[src/fpgarr_pkg.sv]
package fpgarr_pkg;

   // AXI-Lite bus widths
   localparam int AXIL_ADDR_W = 32;
   localparam int AXIL_DATA_W = 32;
   localparam int AXIL_STRB_W = AXIL_DATA_W / 8;

   // Recorded payload widths per request channel
   localparam int AXIL_RR_AW_WIDTH = AXIL_ADDR_W;
   localparam int AXIL_RR_W_WIDTH = AXIL_DATA_W + AXIL_STRB_W;
   localparam int AXIL_RR_AR_WIDTH = AXIL_ADDR_W;

   // Side-record queues and log buffer
   localparam int FIFO_DEPTH = 8;
   localparam int FIFO_PTR_W = $clog2(FIFO_DEPTH);
   localparam int LOG_DEPTH = 4;
   localparam int LOG_PTR_W = $clog2(LOG_DEPTH);
   localparam int SEQ_W = 8;

   // Register target
   localparam int REG_COUNT = 4;
   localparam logic [1:0] AXI_RESP_OKAY = 2'b00;

   typedef struct packed {
      logic [AXIL_ADDR_W-1:0] awaddr;
      logic                   awvalid;
      logic [AXIL_DATA_W-1:0] wdata;
      logic [AXIL_STRB_W-1:0] wstrb;
      logic                   wvalid;
      logic [AXIL_ADDR_W-1:0] araddr;
      logic                   arvalid;
      logic                   bready;
      logic                   rready;
   } axil_req_t;

   typedef struct packed {
      logic                   awready;
      logic                   wready;
      logic [1:0]             bresp;
      logic                   bvalid;
      logic                   arready;
      logic [AXIL_DATA_W-1:0] rdata;
      logic [1:0]             rresp;
      logic                   rvalid;
   } axil_rsp_t;

   // ispkt clear means a bubble entry
   typedef struct packed {
      logic ispkt;
      logic busy;
   } rec_hdr_t;

   typedef struct packed {
      rec_hdr_t                    aw_hdr;
      rec_hdr_t                    w_hdr;
      rec_hdr_t                    ar_hdr;
      logic [AXIL_RR_AW_WIDTH-1:0] aw;
      logic [AXIL_RR_W_WIDTH-1:0]  w;
      logic [AXIL_RR_AR_WIDTH-1:0] ar;
   } rec_bundle_t;

   typedef struct packed {
      logic [SEQ_W-1:0] seq;
      rec_bundle_t      bundle;
   } log_entry_t;

   typedef enum logic [1:0] {
      TGT_IDLE,
      TGT_BRESP,
      TGT_RRESP
   } tgt_state_e;

endpackage

[src/axil_mstr_recorder.sv]
`timescale 1ns/1ns

module axil_mstr_recorder (
   input  logic                    clk,
   input  logic                    arst_n,
   input  fpgarr_pkg::axil_req_t   host_req,
   output fpgarr_pkg::axil_rsp_t   host_rsp,
   output fpgarr_pkg::axil_req_t   tgt_req,
   input  fpgarr_pkg::axil_rsp_t   tgt_rsp,
   output fpgarr_pkg::rec_bundle_t rec_out,
   output logic                    rec_valid,
   input  logic                    rec_ready
);

   // Index 0 is AW, 1 is W, 2 is AR
   logic [2:0]           chan_valid;
   logic [2:0]           new_packet;
   logic [2:0]           fwd_valid;
   logic [2:0]           host_ready;
   fpgarr_pkg::rec_hdr_t hdr [3];
   logic                 bubble_en;
   logic                 rec_pop;

   logic [fpgarr_pkg::AXIL_RR_AW_WIDTH-1:0] aw_rec;
   logic [fpgarr_pkg::AXIL_RR_W_WIDTH-1:0]  w_rec;
   logic [fpgarr_pkg::AXIL_RR_AR_WIDTH-1:0] ar_rec;

   assign bubble_en = |new_packet;
   assign rec_valid = &chan_valid;
   assign rec_pop   = rec_valid & rec_ready;

   channel_siderec #(.WIDTH(fpgarr_pkg::AXIL_RR_AW_WIDTH)) chan_aw (
      .clk        (clk),
      .arst_n     (arst_n),
      .din        (host_req.awaddr),
      .sh_valid   (host_req.awvalid),
      .cl_ready   (tgt_rsp.awready),
      .bubble_en  (bubble_en),
      .rec_ready  (rec_pop),
      .sh_ready   (host_ready[0]),
      .cl_valid   (fwd_valid[0]),
      .new_packet (new_packet[0]),
      .rec_valid  (chan_valid[0]),
      .hdr_out    (hdr[0]),
      .dout       (aw_rec)
   );

   channel_siderec #(.WIDTH(fpgarr_pkg::AXIL_RR_W_WIDTH)) chan_w (
      .clk        (clk),
      .arst_n     (arst_n),
      .din        ({host_req.wdata, host_req.wstrb}),
      .sh_valid   (host_req.wvalid),
      .cl_ready   (tgt_rsp.wready),
      .bubble_en  (bubble_en),
      .rec_ready  (rec_pop),
      .sh_ready   (host_ready[1]),
      .cl_valid   (fwd_valid[1]),
      .new_packet (new_packet[1]),
      .rec_valid  (chan_valid[1]),
      .hdr_out    (hdr[1]),
      .dout       (w_rec)
   );

   // AR pops with the others so the three queues never drift apart
   channel_siderec #(.WIDTH(fpgarr_pkg::AXIL_RR_AR_WIDTH)) chan_ar (
      .clk        (clk),
      .arst_n     (arst_n),
      .din        (host_req.araddr),
      .sh_valid   (host_req.arvalid),
      .cl_ready   (tgt_rsp.arready),
      .bubble_en  (bubble_en),
      .rec_ready  (rec_pop),
      .sh_ready   (host_ready[2]),
      .cl_valid   (fwd_valid[2]),
      .new_packet (new_packet[2]),
      .rec_valid  (chan_valid[2]),
      .hdr_out    (hdr[2]),
      .dout       (ar_rec)
   );

   // Requests go out with gated valids, responses come back untouched
   always_comb begin
      tgt_req         = host_req;
      tgt_req.awvalid = fwd_valid[0];
      tgt_req.wvalid  = fwd_valid[1];
      tgt_req.arvalid = fwd_valid[2];

      host_rsp         = tgt_rsp;
      host_rsp.awready = host_ready[0];
      host_rsp.wready  = host_ready[1];
      host_rsp.arready = host_ready[2];
   end

   always_comb begin
      rec_out.aw_hdr = hdr[0];
      rec_out.w_hdr  = hdr[1];
      rec_out.ar_hdr = hdr[2];
      rec_out.aw     = aw_rec;
      rec_out.w      = w_rec;
      rec_out.ar     = ar_rec;
   end

endmodule

[src/axil_reg_target.sv]
`timescale 1ns/1ns

module axil_reg_target (
   input  logic                  clk,
   input  logic                  arst_n,
   input  fpgarr_pkg::axil_req_t req,
   output fpgarr_pkg::axil_rsp_t rsp
);

   logic [fpgarr_pkg::AXIL_DATA_W-1:0] regs [fpgarr_pkg::REG_COUNT];
   fpgarr_pkg::tgt_state_e             state;
   logic                               wr_go;
   logic                               ar_go;
   logic                               rd_pend;
   logic [1:0]                         ar_idx_q;
   logic [1:0]                         wr_idx;
   logic [fpgarr_pkg::AXIL_DATA_W-1:0] rdata_q;

   // AW and W are taken together, AR may ride along in the same cycle
   assign wr_go  = (state == fpgarr_pkg::TGT_IDLE) & req.awvalid & req.wvalid;
   assign ar_go  = (state == fpgarr_pkg::TGT_IDLE) & req.arvalid;
   assign wr_idx = req.awaddr[3:2];

   always_ff @(posedge clk or negedge arst_n) begin
      if (!arst_n) begin
         state   <= fpgarr_pkg::TGT_IDLE;
         rd_pend <= 1'b0;
         for (int i = 0; i < fpgarr_pkg::REG_COUNT; i++) begin
            regs[i] <= '0;
         end
      end else begin
         case (state)
            fpgarr_pkg::TGT_IDLE: begin
               if (wr_go) begin
                  for (int b = 0; b < fpgarr_pkg::AXIL_STRB_W; b++) begin
                     if (req.wstrb[b]) begin
                        regs[wr_idx][8*b +: 8] <= req.wdata[8*b +: 8];
                     end
                  end
                  state   <= fpgarr_pkg::TGT_BRESP;
                  rd_pend <= ar_go;
               end else if (ar_go) begin
                  state <= fpgarr_pkg::TGT_RRESP;
               end
            end
            fpgarr_pkg::TGT_BRESP: begin
               // Write answers first, then a read taken alongside it
               if (req.bready) begin
                  state   <= rd_pend ? fpgarr_pkg::TGT_RRESP : fpgarr_pkg::TGT_IDLE;
                  rd_pend <= 1'b0;
               end
            end
            fpgarr_pkg::TGT_RRESP: begin
               if (req.rready) begin
                  state <= fpgarr_pkg::TGT_IDLE;
               end
            end
            default: state <= fpgarr_pkg::TGT_IDLE;
         endcase
      end
   end

   // Read data is sampled when the R phase starts, so it sees any write before it
   always_ff @(posedge clk) begin
      if (ar_go) begin
         ar_idx_q <= req.araddr[3:2];
      end
      if (ar_go && !wr_go) begin
         rdata_q <= regs[req.araddr[3:2]];
      end else if (state == fpgarr_pkg::TGT_BRESP && req.bready && rd_pend) begin
         rdata_q <= regs[ar_idx_q];
      end
   end

   always_comb begin
      rsp.awready = wr_go;
      rsp.wready  = wr_go;
      rsp.bresp   = fpgarr_pkg::AXI_RESP_OKAY;
      rsp.bvalid  = (state == fpgarr_pkg::TGT_BRESP);
      rsp.arready = ar_go;
      rsp.rdata   = rdata_q;
      rsp.rresp   = fpgarr_pkg::AXI_RESP_OKAY;
      rsp.rvalid  = (state == fpgarr_pkg::TGT_RRESP);
   end

endmodule

[src/channel_siderec.sv]
`timescale 1ns/1ns

module channel_siderec #(
   parameter int WIDTH = 32
) (
   input  logic                 clk,
   input  logic                 arst_n,
   input  logic [WIDTH-1:0]     din,
   input  logic                 sh_valid,
   input  logic                 cl_ready,
   input  logic                 bubble_en,
   input  logic                 rec_ready,
   output logic                 sh_ready,
   output logic                 cl_valid,
   output logic                 new_packet,
   output logic                 rec_valid,
   output fpgarr_pkg::rec_hdr_t hdr_out,
   output logic [WIDTH-1:0]     dout
);

   logic [WIDTH-1:0]     data_mem [fpgarr_pkg::FIFO_DEPTH];
   fpgarr_pkg::rec_hdr_t hdr_mem [fpgarr_pkg::FIFO_DEPTH];

   logic [fpgarr_pkg::FIFO_PTR_W-1:0] wr_ptr;
   logic [fpgarr_pkg::FIFO_PTR_W-1:0] rd_ptr;
   logic [fpgarr_pkg::FIFO_PTR_W:0]   count;
   logic                              has_room;
   logic                              push;
   logic                              pop;
   fpgarr_pkg::rec_hdr_t              hdr_in;

   // Forwarding is only allowed while the record can be stored
   assign has_room   = (count < fpgarr_pkg::FIFO_DEPTH);
   assign cl_valid   = sh_valid & has_room;
   assign sh_ready   = cl_ready & has_room;
   assign new_packet = cl_valid & cl_ready;

   // All queues push together, so a bubble lands here when another channel moves
   assign push      = bubble_en & has_room;
   assign rec_valid = (count != '0);
   assign pop       = rec_ready & rec_valid;

   always_comb begin
      hdr_in.ispkt = new_packet;
      // Host was waiting on this channel but nothing went through
      hdr_in.busy  = sh_valid & ~new_packet;
   end

   always_ff @(posedge clk or negedge arst_n) begin
      if (!arst_n) begin
         wr_ptr <= '0;
         rd_ptr <= '0;
         count  <= '0;
      end else begin
         if (push) begin
            wr_ptr <= wr_ptr + 1'b1;
         end
         if (pop) begin
            rd_ptr <= rd_ptr + 1'b1;
         end
         case ({push, pop})
            2'b10:   count <= count + 1'b1;
            2'b01:   count <= count - 1'b1;
            default: count <= count;
         endcase
      end
   end

   always_ff @(posedge clk) begin
      if (push) begin
         data_mem[wr_ptr] <= din;
         hdr_mem[wr_ptr]  <= hdr_in;
      end
   end

   assign dout    = data_mem[rd_ptr];
   assign hdr_out = hdr_mem[rd_ptr];

endmodule

[src/fpgarr_axil_top.sv]
`timescale 1ns/1ns

module fpgarr_axil_top (
   input  logic                   clk,
   input  logic                   arst_n,
   input  fpgarr_pkg::axil_req_t  host_req,
   output fpgarr_pkg::axil_rsp_t  host_rsp,
   output fpgarr_pkg::log_entry_t log_entry,
   output logic                   log_valid,
   input  logic                   log_ready
);

   fpgarr_pkg::axil_req_t   tgt_req;
   fpgarr_pkg::axil_rsp_t   tgt_rsp;
   fpgarr_pkg::rec_bundle_t rec_bundle;
   logic                    rec_valid;
   logic                    rec_ready;
   fpgarr_pkg::log_entry_t  pk_entry;
   logic                    pk_valid;
   logic                    pk_ready;

   axil_mstr_recorder u_recorder (
      .clk       (clk),
      .arst_n    (arst_n),
      .host_req  (host_req),
      .host_rsp  (host_rsp),
      .tgt_req   (tgt_req),
      .tgt_rsp   (tgt_rsp),
      .rec_out   (rec_bundle),
      .rec_valid (rec_valid),
      .rec_ready (rec_ready)
   );

   axil_reg_target u_target (
      .clk    (clk),
      .arst_n (arst_n),
      .req    (tgt_req),
      .rsp    (tgt_rsp)
   );

   rec_packet_packer u_packer (
      .clk         (clk),
      .arst_n      (arst_n),
      .rec_in      (rec_bundle),
      .rec_valid   (rec_valid),
      .rec_ready   (rec_ready),
      .entry_out   (pk_entry),
      .entry_valid (pk_valid),
      .entry_ready (pk_ready)
   );

   rec_log_buffer u_log_buf (
      .clk         (clk),
      .arst_n      (arst_n),
      .entry_in    (pk_entry),
      .entry_valid (pk_valid),
      .entry_ready (pk_ready),
      .log_entry   (log_entry),
      .log_valid   (log_valid),
      .log_ready   (log_ready)
   );

endmodule

[src/rec_log_buffer.sv]
`timescale 1ns/1ns

module rec_log_buffer (
   input  logic                   clk,
   input  logic                   arst_n,
   input  fpgarr_pkg::log_entry_t entry_in,
   input  logic                   entry_valid,
   output logic                   entry_ready,
   output fpgarr_pkg::log_entry_t log_entry,
   output logic                   log_valid,
   input  logic                   log_ready
);

   fpgarr_pkg::log_entry_t mem [fpgarr_pkg::LOG_DEPTH];

   logic [fpgarr_pkg::LOG_PTR_W-1:0] wr_ptr;
   logic [fpgarr_pkg::LOG_PTR_W-1:0] rd_ptr;
   logic [fpgarr_pkg::LOG_PTR_W:0]   count;
   logic                             push;
   logic                             pop;

   assign entry_ready = (count < fpgarr_pkg::LOG_DEPTH);
   assign log_valid   = (count != '0);
   assign push        = entry_valid & entry_ready;
   assign pop         = log_valid & log_ready;

   always_ff @(posedge clk or negedge arst_n) begin
      if (!arst_n) begin
         wr_ptr <= '0;
         rd_ptr <= '0;
         count  <= '0;
      end else begin
         if (push) begin
            wr_ptr <= wr_ptr + 1'b1;
         end
         if (pop) begin
            rd_ptr <= rd_ptr + 1'b1;
         end
         case ({push, pop})
            2'b10:   count <= count + 1'b1;
            2'b01:   count <= count - 1'b1;
            default: count <= count;
         endcase
      end
   end

   always_ff @(posedge clk) begin
      if (push) begin
         mem[wr_ptr] <= entry_in;
      end
   end

   // Head stays put until the outside takes it
   assign log_entry = mem[rd_ptr];

endmodule

[src/rec_packet_packer.sv]
`timescale 1ns/1ns

module rec_packet_packer (
   input  logic                    clk,
   input  logic                    arst_n,
   input  fpgarr_pkg::rec_bundle_t rec_in,
   input  logic                    rec_valid,
   output logic                    rec_ready,
   output fpgarr_pkg::log_entry_t  entry_out,
   output logic                    entry_valid,
   input  logic                    entry_ready
);

   logic [fpgarr_pkg::SEQ_W-1:0] seq_cnt;
   logic                         valid_q;
   logic                         accept;
   fpgarr_pkg::log_entry_t       entry_q;

   // Stage frees up in the same cycle its entry leaves
   assign rec_ready = ~valid_q | entry_ready;
   assign accept    = rec_valid & rec_ready;

   always_ff @(posedge clk or negedge arst_n) begin
      if (!arst_n) begin
         valid_q <= 1'b0;
         seq_cnt <= '0;
      end else begin
         if (accept) begin
            valid_q <= 1'b1;
            // Wraps at 2**SEQ_W
            seq_cnt <= seq_cnt + 1'b1;
         end else if (entry_ready) begin
            valid_q <= 1'b0;
         end
      end
   end

   always_ff @(posedge clk) begin
      if (accept) begin
         entry_q.seq    <= seq_cnt;
         entry_q.bundle <= rec_in;
      end
   end

   assign entry_out   = entry_q;
   assign entry_valid = valid_q;

endmodule

[config.mk]
export PLATFORM = sky130hd
export DESIGN_NAME = fpgarr_axil_top
export DESIGN_NICKNAME = d
export VERILOG_FILES = /design/src/fpgarr_pkg.sv /design/src/axil_mstr_recorder.sv /design/src/axil_reg_target.sv /design/src/channel_siderec.sv /design/src/fpgarr_axil_top.sv /design/src/rec_log_buffer.sv /design/src/rec_packet_packer.sv
export SDC_FILE = /design/constraint.sdc
export NUM_CORES = 2
export LEC_CHECK = 0
export BUFFER_PORTS_ARGS = -buffer_cell sky130_fd_sc_hd__buf_2
export CAP_MARGIN = 20
export CORE_MARGIN = 1.5
export CORE_UTILIZATION = 25
export DETAILED_ROUTE_END_ITERATION = 16
export SETUP_SLACK_MARGIN = 0.4
export SLEW_MARGIN = 10
export SYNTH_ARGS = -nofsm -noshare
export SYNTH_HDL_FRONTEND = slang
export SYNTH_SLANG_ARGS = --single-unit
[constraint.sdc]
create_clock -name clk -period 21.3 [get_ports clk]
set_input_delay 4.26 -clock clk [delete_from_list [all_inputs] [get_ports clk]]
set_output_delay 4.26 -clock clk [all_outputs]
set_load 0.05 [all_outputs]
==> impl_metrics.toml <==
[power_and_ir_drop]
power_density_mw_per_mm2 = 154
irDropWorstVdd_mv = 0.0956
power.leakage_uw = 0.0243

[final_layout]
regArea_mm2 = 0.0481
syn2layout_area_growth_pct = 18.5
fin_nets = 3171
multiInputGateArea_mm2 = 0.0138
fillers = 23931
drive_above_1_share_pct = 40.9

[worst_setup_path]
cp.required_ns = 17.04
critPathCaptureType = "primary output"
crit_fanout = 7
crit_type = "input port to primary output"
worst_setup_path_start_kind = "input port"
cp.arrival_ns = 5.59

[die]
ios = 264
core_mm2 = 0.248
die_w_um = 503
row_count = 183
fp.dieH_um = 503
dieArea_mm2 = 0.253
start_util_pct = 25.1

[timing]
tns_ns = 0
grt_setup_unrepaired = "no"
hold_violations = 0
finClkSkew_ns = 0.0628
drv_slew = 0
relSlewSlack_pct = 30.4
period_minus_slack_ns = 9.85
worst_pin_slew_ns = 1.04
finalSetupViolCount = 0
fmax_mhz = 102
period_share_pct = 46.2
setup_slack_ns = 11.45

[global_routing]
grt_overflow = 0
antenna_found_initial = 29
grt_pass1_vias = 29562
grt_max_degree = 71
grt_usage_pct = 11.4
grt_first_pass_wirelength_mm = 209

[logic_synthesis]
synth_area_leaders = "edfxtp_1, mux4_2, dfrtp_1"
synth_xor_xnor_area_share_pct = 0.435
synthDistinctLibCells = 55
synth_compound_area_share_pct = 0.409
netlist_area_mm2 = 0.0624
synth_commonest_cells = "edfxtp_1, mux4_2, mux2_2"
synthAdderAreaFrac_pct = 0.549
synth_top_family_by_area = "multiplexers"
async_reset_ff_share_pct = 10.9
ys_ff_latch = 1629
syn_inst = 2658
syn_area_per_cell_um2 = 23.5
synth-simple-area-share_pct = 1.40
muxShareOfSynthArea_pct = 19.1
ys.warnings.count = 0
ys.flop_type = "edfxtp_1"
yosys.area.top_type = "edfxtp_1"
synth_top_area_share_pct = 69.8
seq_area_frac_synth_pct = 76.9
synth_edf_count = 1452
synth.most_common_cell = "edfxtp_1"

[detailed_routing]
drtAntennaViolNets = 1
via_count = 27837
wirelength_mm = 145
vias_per_cell = 4.26
routedWlPerCell_um = 22.1
route.detailed.drc = 0
drt-pass1-iter-count = 5
dr.first_iter.drc_count = 2094

[cts]
clockBufferDepth = 3
cts_root_buf = "clkbuf_16"
clock_sinks = 1629
h-tree-depth = 4
clk_latency_ns = 0.83
cts_made_buffers = 179
cts_hold_buf = 0
postCtsSetupBuffers = 0
cts_tree = "done"
clk_pin_slew_worst_paths_ns = 0.06
cts-resized-gates = 0

[placed_design]
place_congestion = 0.703
dp_hpwl_mm = 84.3
io_buffers = 259
dp_worst_setup_slack_ns = 11.44

[outcome]
outcome = "finished with violations"
violations = "antenna violations"

[worst_hold_path]
hp-class = "register to register"

[flow_run]
maxCapViolCount = 0
==> per-stage QoR <==
step                      total power, µW  utilization [%]  hold WS [ns]  cells  cell area, µm²
after floorplan                      7460                -         0.441   2661           62400
after detailed placement             8500             27.3         0.483   6185           67900
after global routing                12000             29.7         0.474   6516           73900
final                               11400             29.8         0.468   6534           73900
after global placement               8420             27.3         0.468   6184           67900
after CTS                           11600             29.7         0.461   6512           73900
==> path summary, 6_finish.rpt <==
path,from,to,slack (ns),depth (start not counted)
hold / removal,u_packer.entry_out[34],u_log_buf.mem[0][34],0.47,0
max in group asynchronous,arst_n,u_recorder.chan_aw.rd_ptr[1],15.63,3
hold reg to reg,u_packer.entry_out[34],u_log_buf.mem[0][34],0.47,0
setup reg to reg,u_recorder.chan_aw.count[3],u_recorder.chan_aw.data_mem[3][21],17.23,5
setup / recovery,host_req[35],host_rsp[40],11.45,4
min in group asynchronous,arst_n,u_target.regs[39],3.43,1
==> metal layers <==
layer	share of wire [%]	wire length, µm	track usage, %
met1	44	63500	15.0
met2	49	71300	19.0
met3	4.6	6660	2.35
met4	2.1	3100	3.20
met5	0.062	89	0
==> flip-flops by register name (all words and copies together) (netlist names), 16 cells and up <==
signal,flops
u_log_buf.mem,456
u_recorder.chan_aw.hdr_mem,16
u_target.regs,128
u_recorder.chan_ar.data_mem,256
u_recorder.chan_w.data_mem,288
u_target.rdata_q,32
u_recorder.chan_ar.hdr_mem,16
u_recorder.chan_w.hdr_mem,16
u_packer.entry_out,114
u_recorder.chan_aw.data_mem,256
==> layout make-up <==
cell class	count	share of cell area (%)
repair buffers	326	2.46
multi-input cells	876	18.7
clock inverters	99	1.70
well taps	3330	5.63
diodes	20	0.0677
flip-flops and latches	1629	65.0
clock buffers	228	6.32
inverters	26	0.132
==> critical path, cell delays in order <==
cell and delay, ns:
buf_2 0.08, nand4bb_1 0.65, nor2_1 0.29, buf_2 0.30
==> cells in the final DEF, fill, tap and decap left out, types with 5 or more instances in the layout <==
cell type	instances
dfrtp_4	7
clkinv_2	24
clkinv_1	30
nand3_4	7
nor4_1	5
buf_4	64
nor2b_1	9
buf_2	258
edfxtp_1	1452
clkbuf_16	179
ha_1	21
diode_2	20
o21ai_0	11
nor4b_2	6
clkinv_16	12
inv_6	5
nor3_2	6
nor2_1	6
dfrtp_1	166
bufinv_16	17
mux2_2	271
nand3_2	5
xnor2_1	18
nand2_1	24
inv_1	25
nor3b_2	6
clkbuf_1	48
clkinvlp_4	5
xor2_1	13
mux4_2	390
==> cell families after synthesis <==
group | count (synthesis)
flip-flops | 1629
XOR/XNOR | 31
multiplexers | 667
other | 1
AND/OR/NAND/NOR | 119
adder cells (fa/ha/maj) | 25
AO/OA/AOI/OAI | 30
buffers and inverters | 156
==> report_power, final <==
group	internal [µW]	switching (µW)
sequential	4480	507
clock	1780	1310
combinational	1310	2020
total	7560	3840
Note: power is estimated with default switching activity, not from simulation.
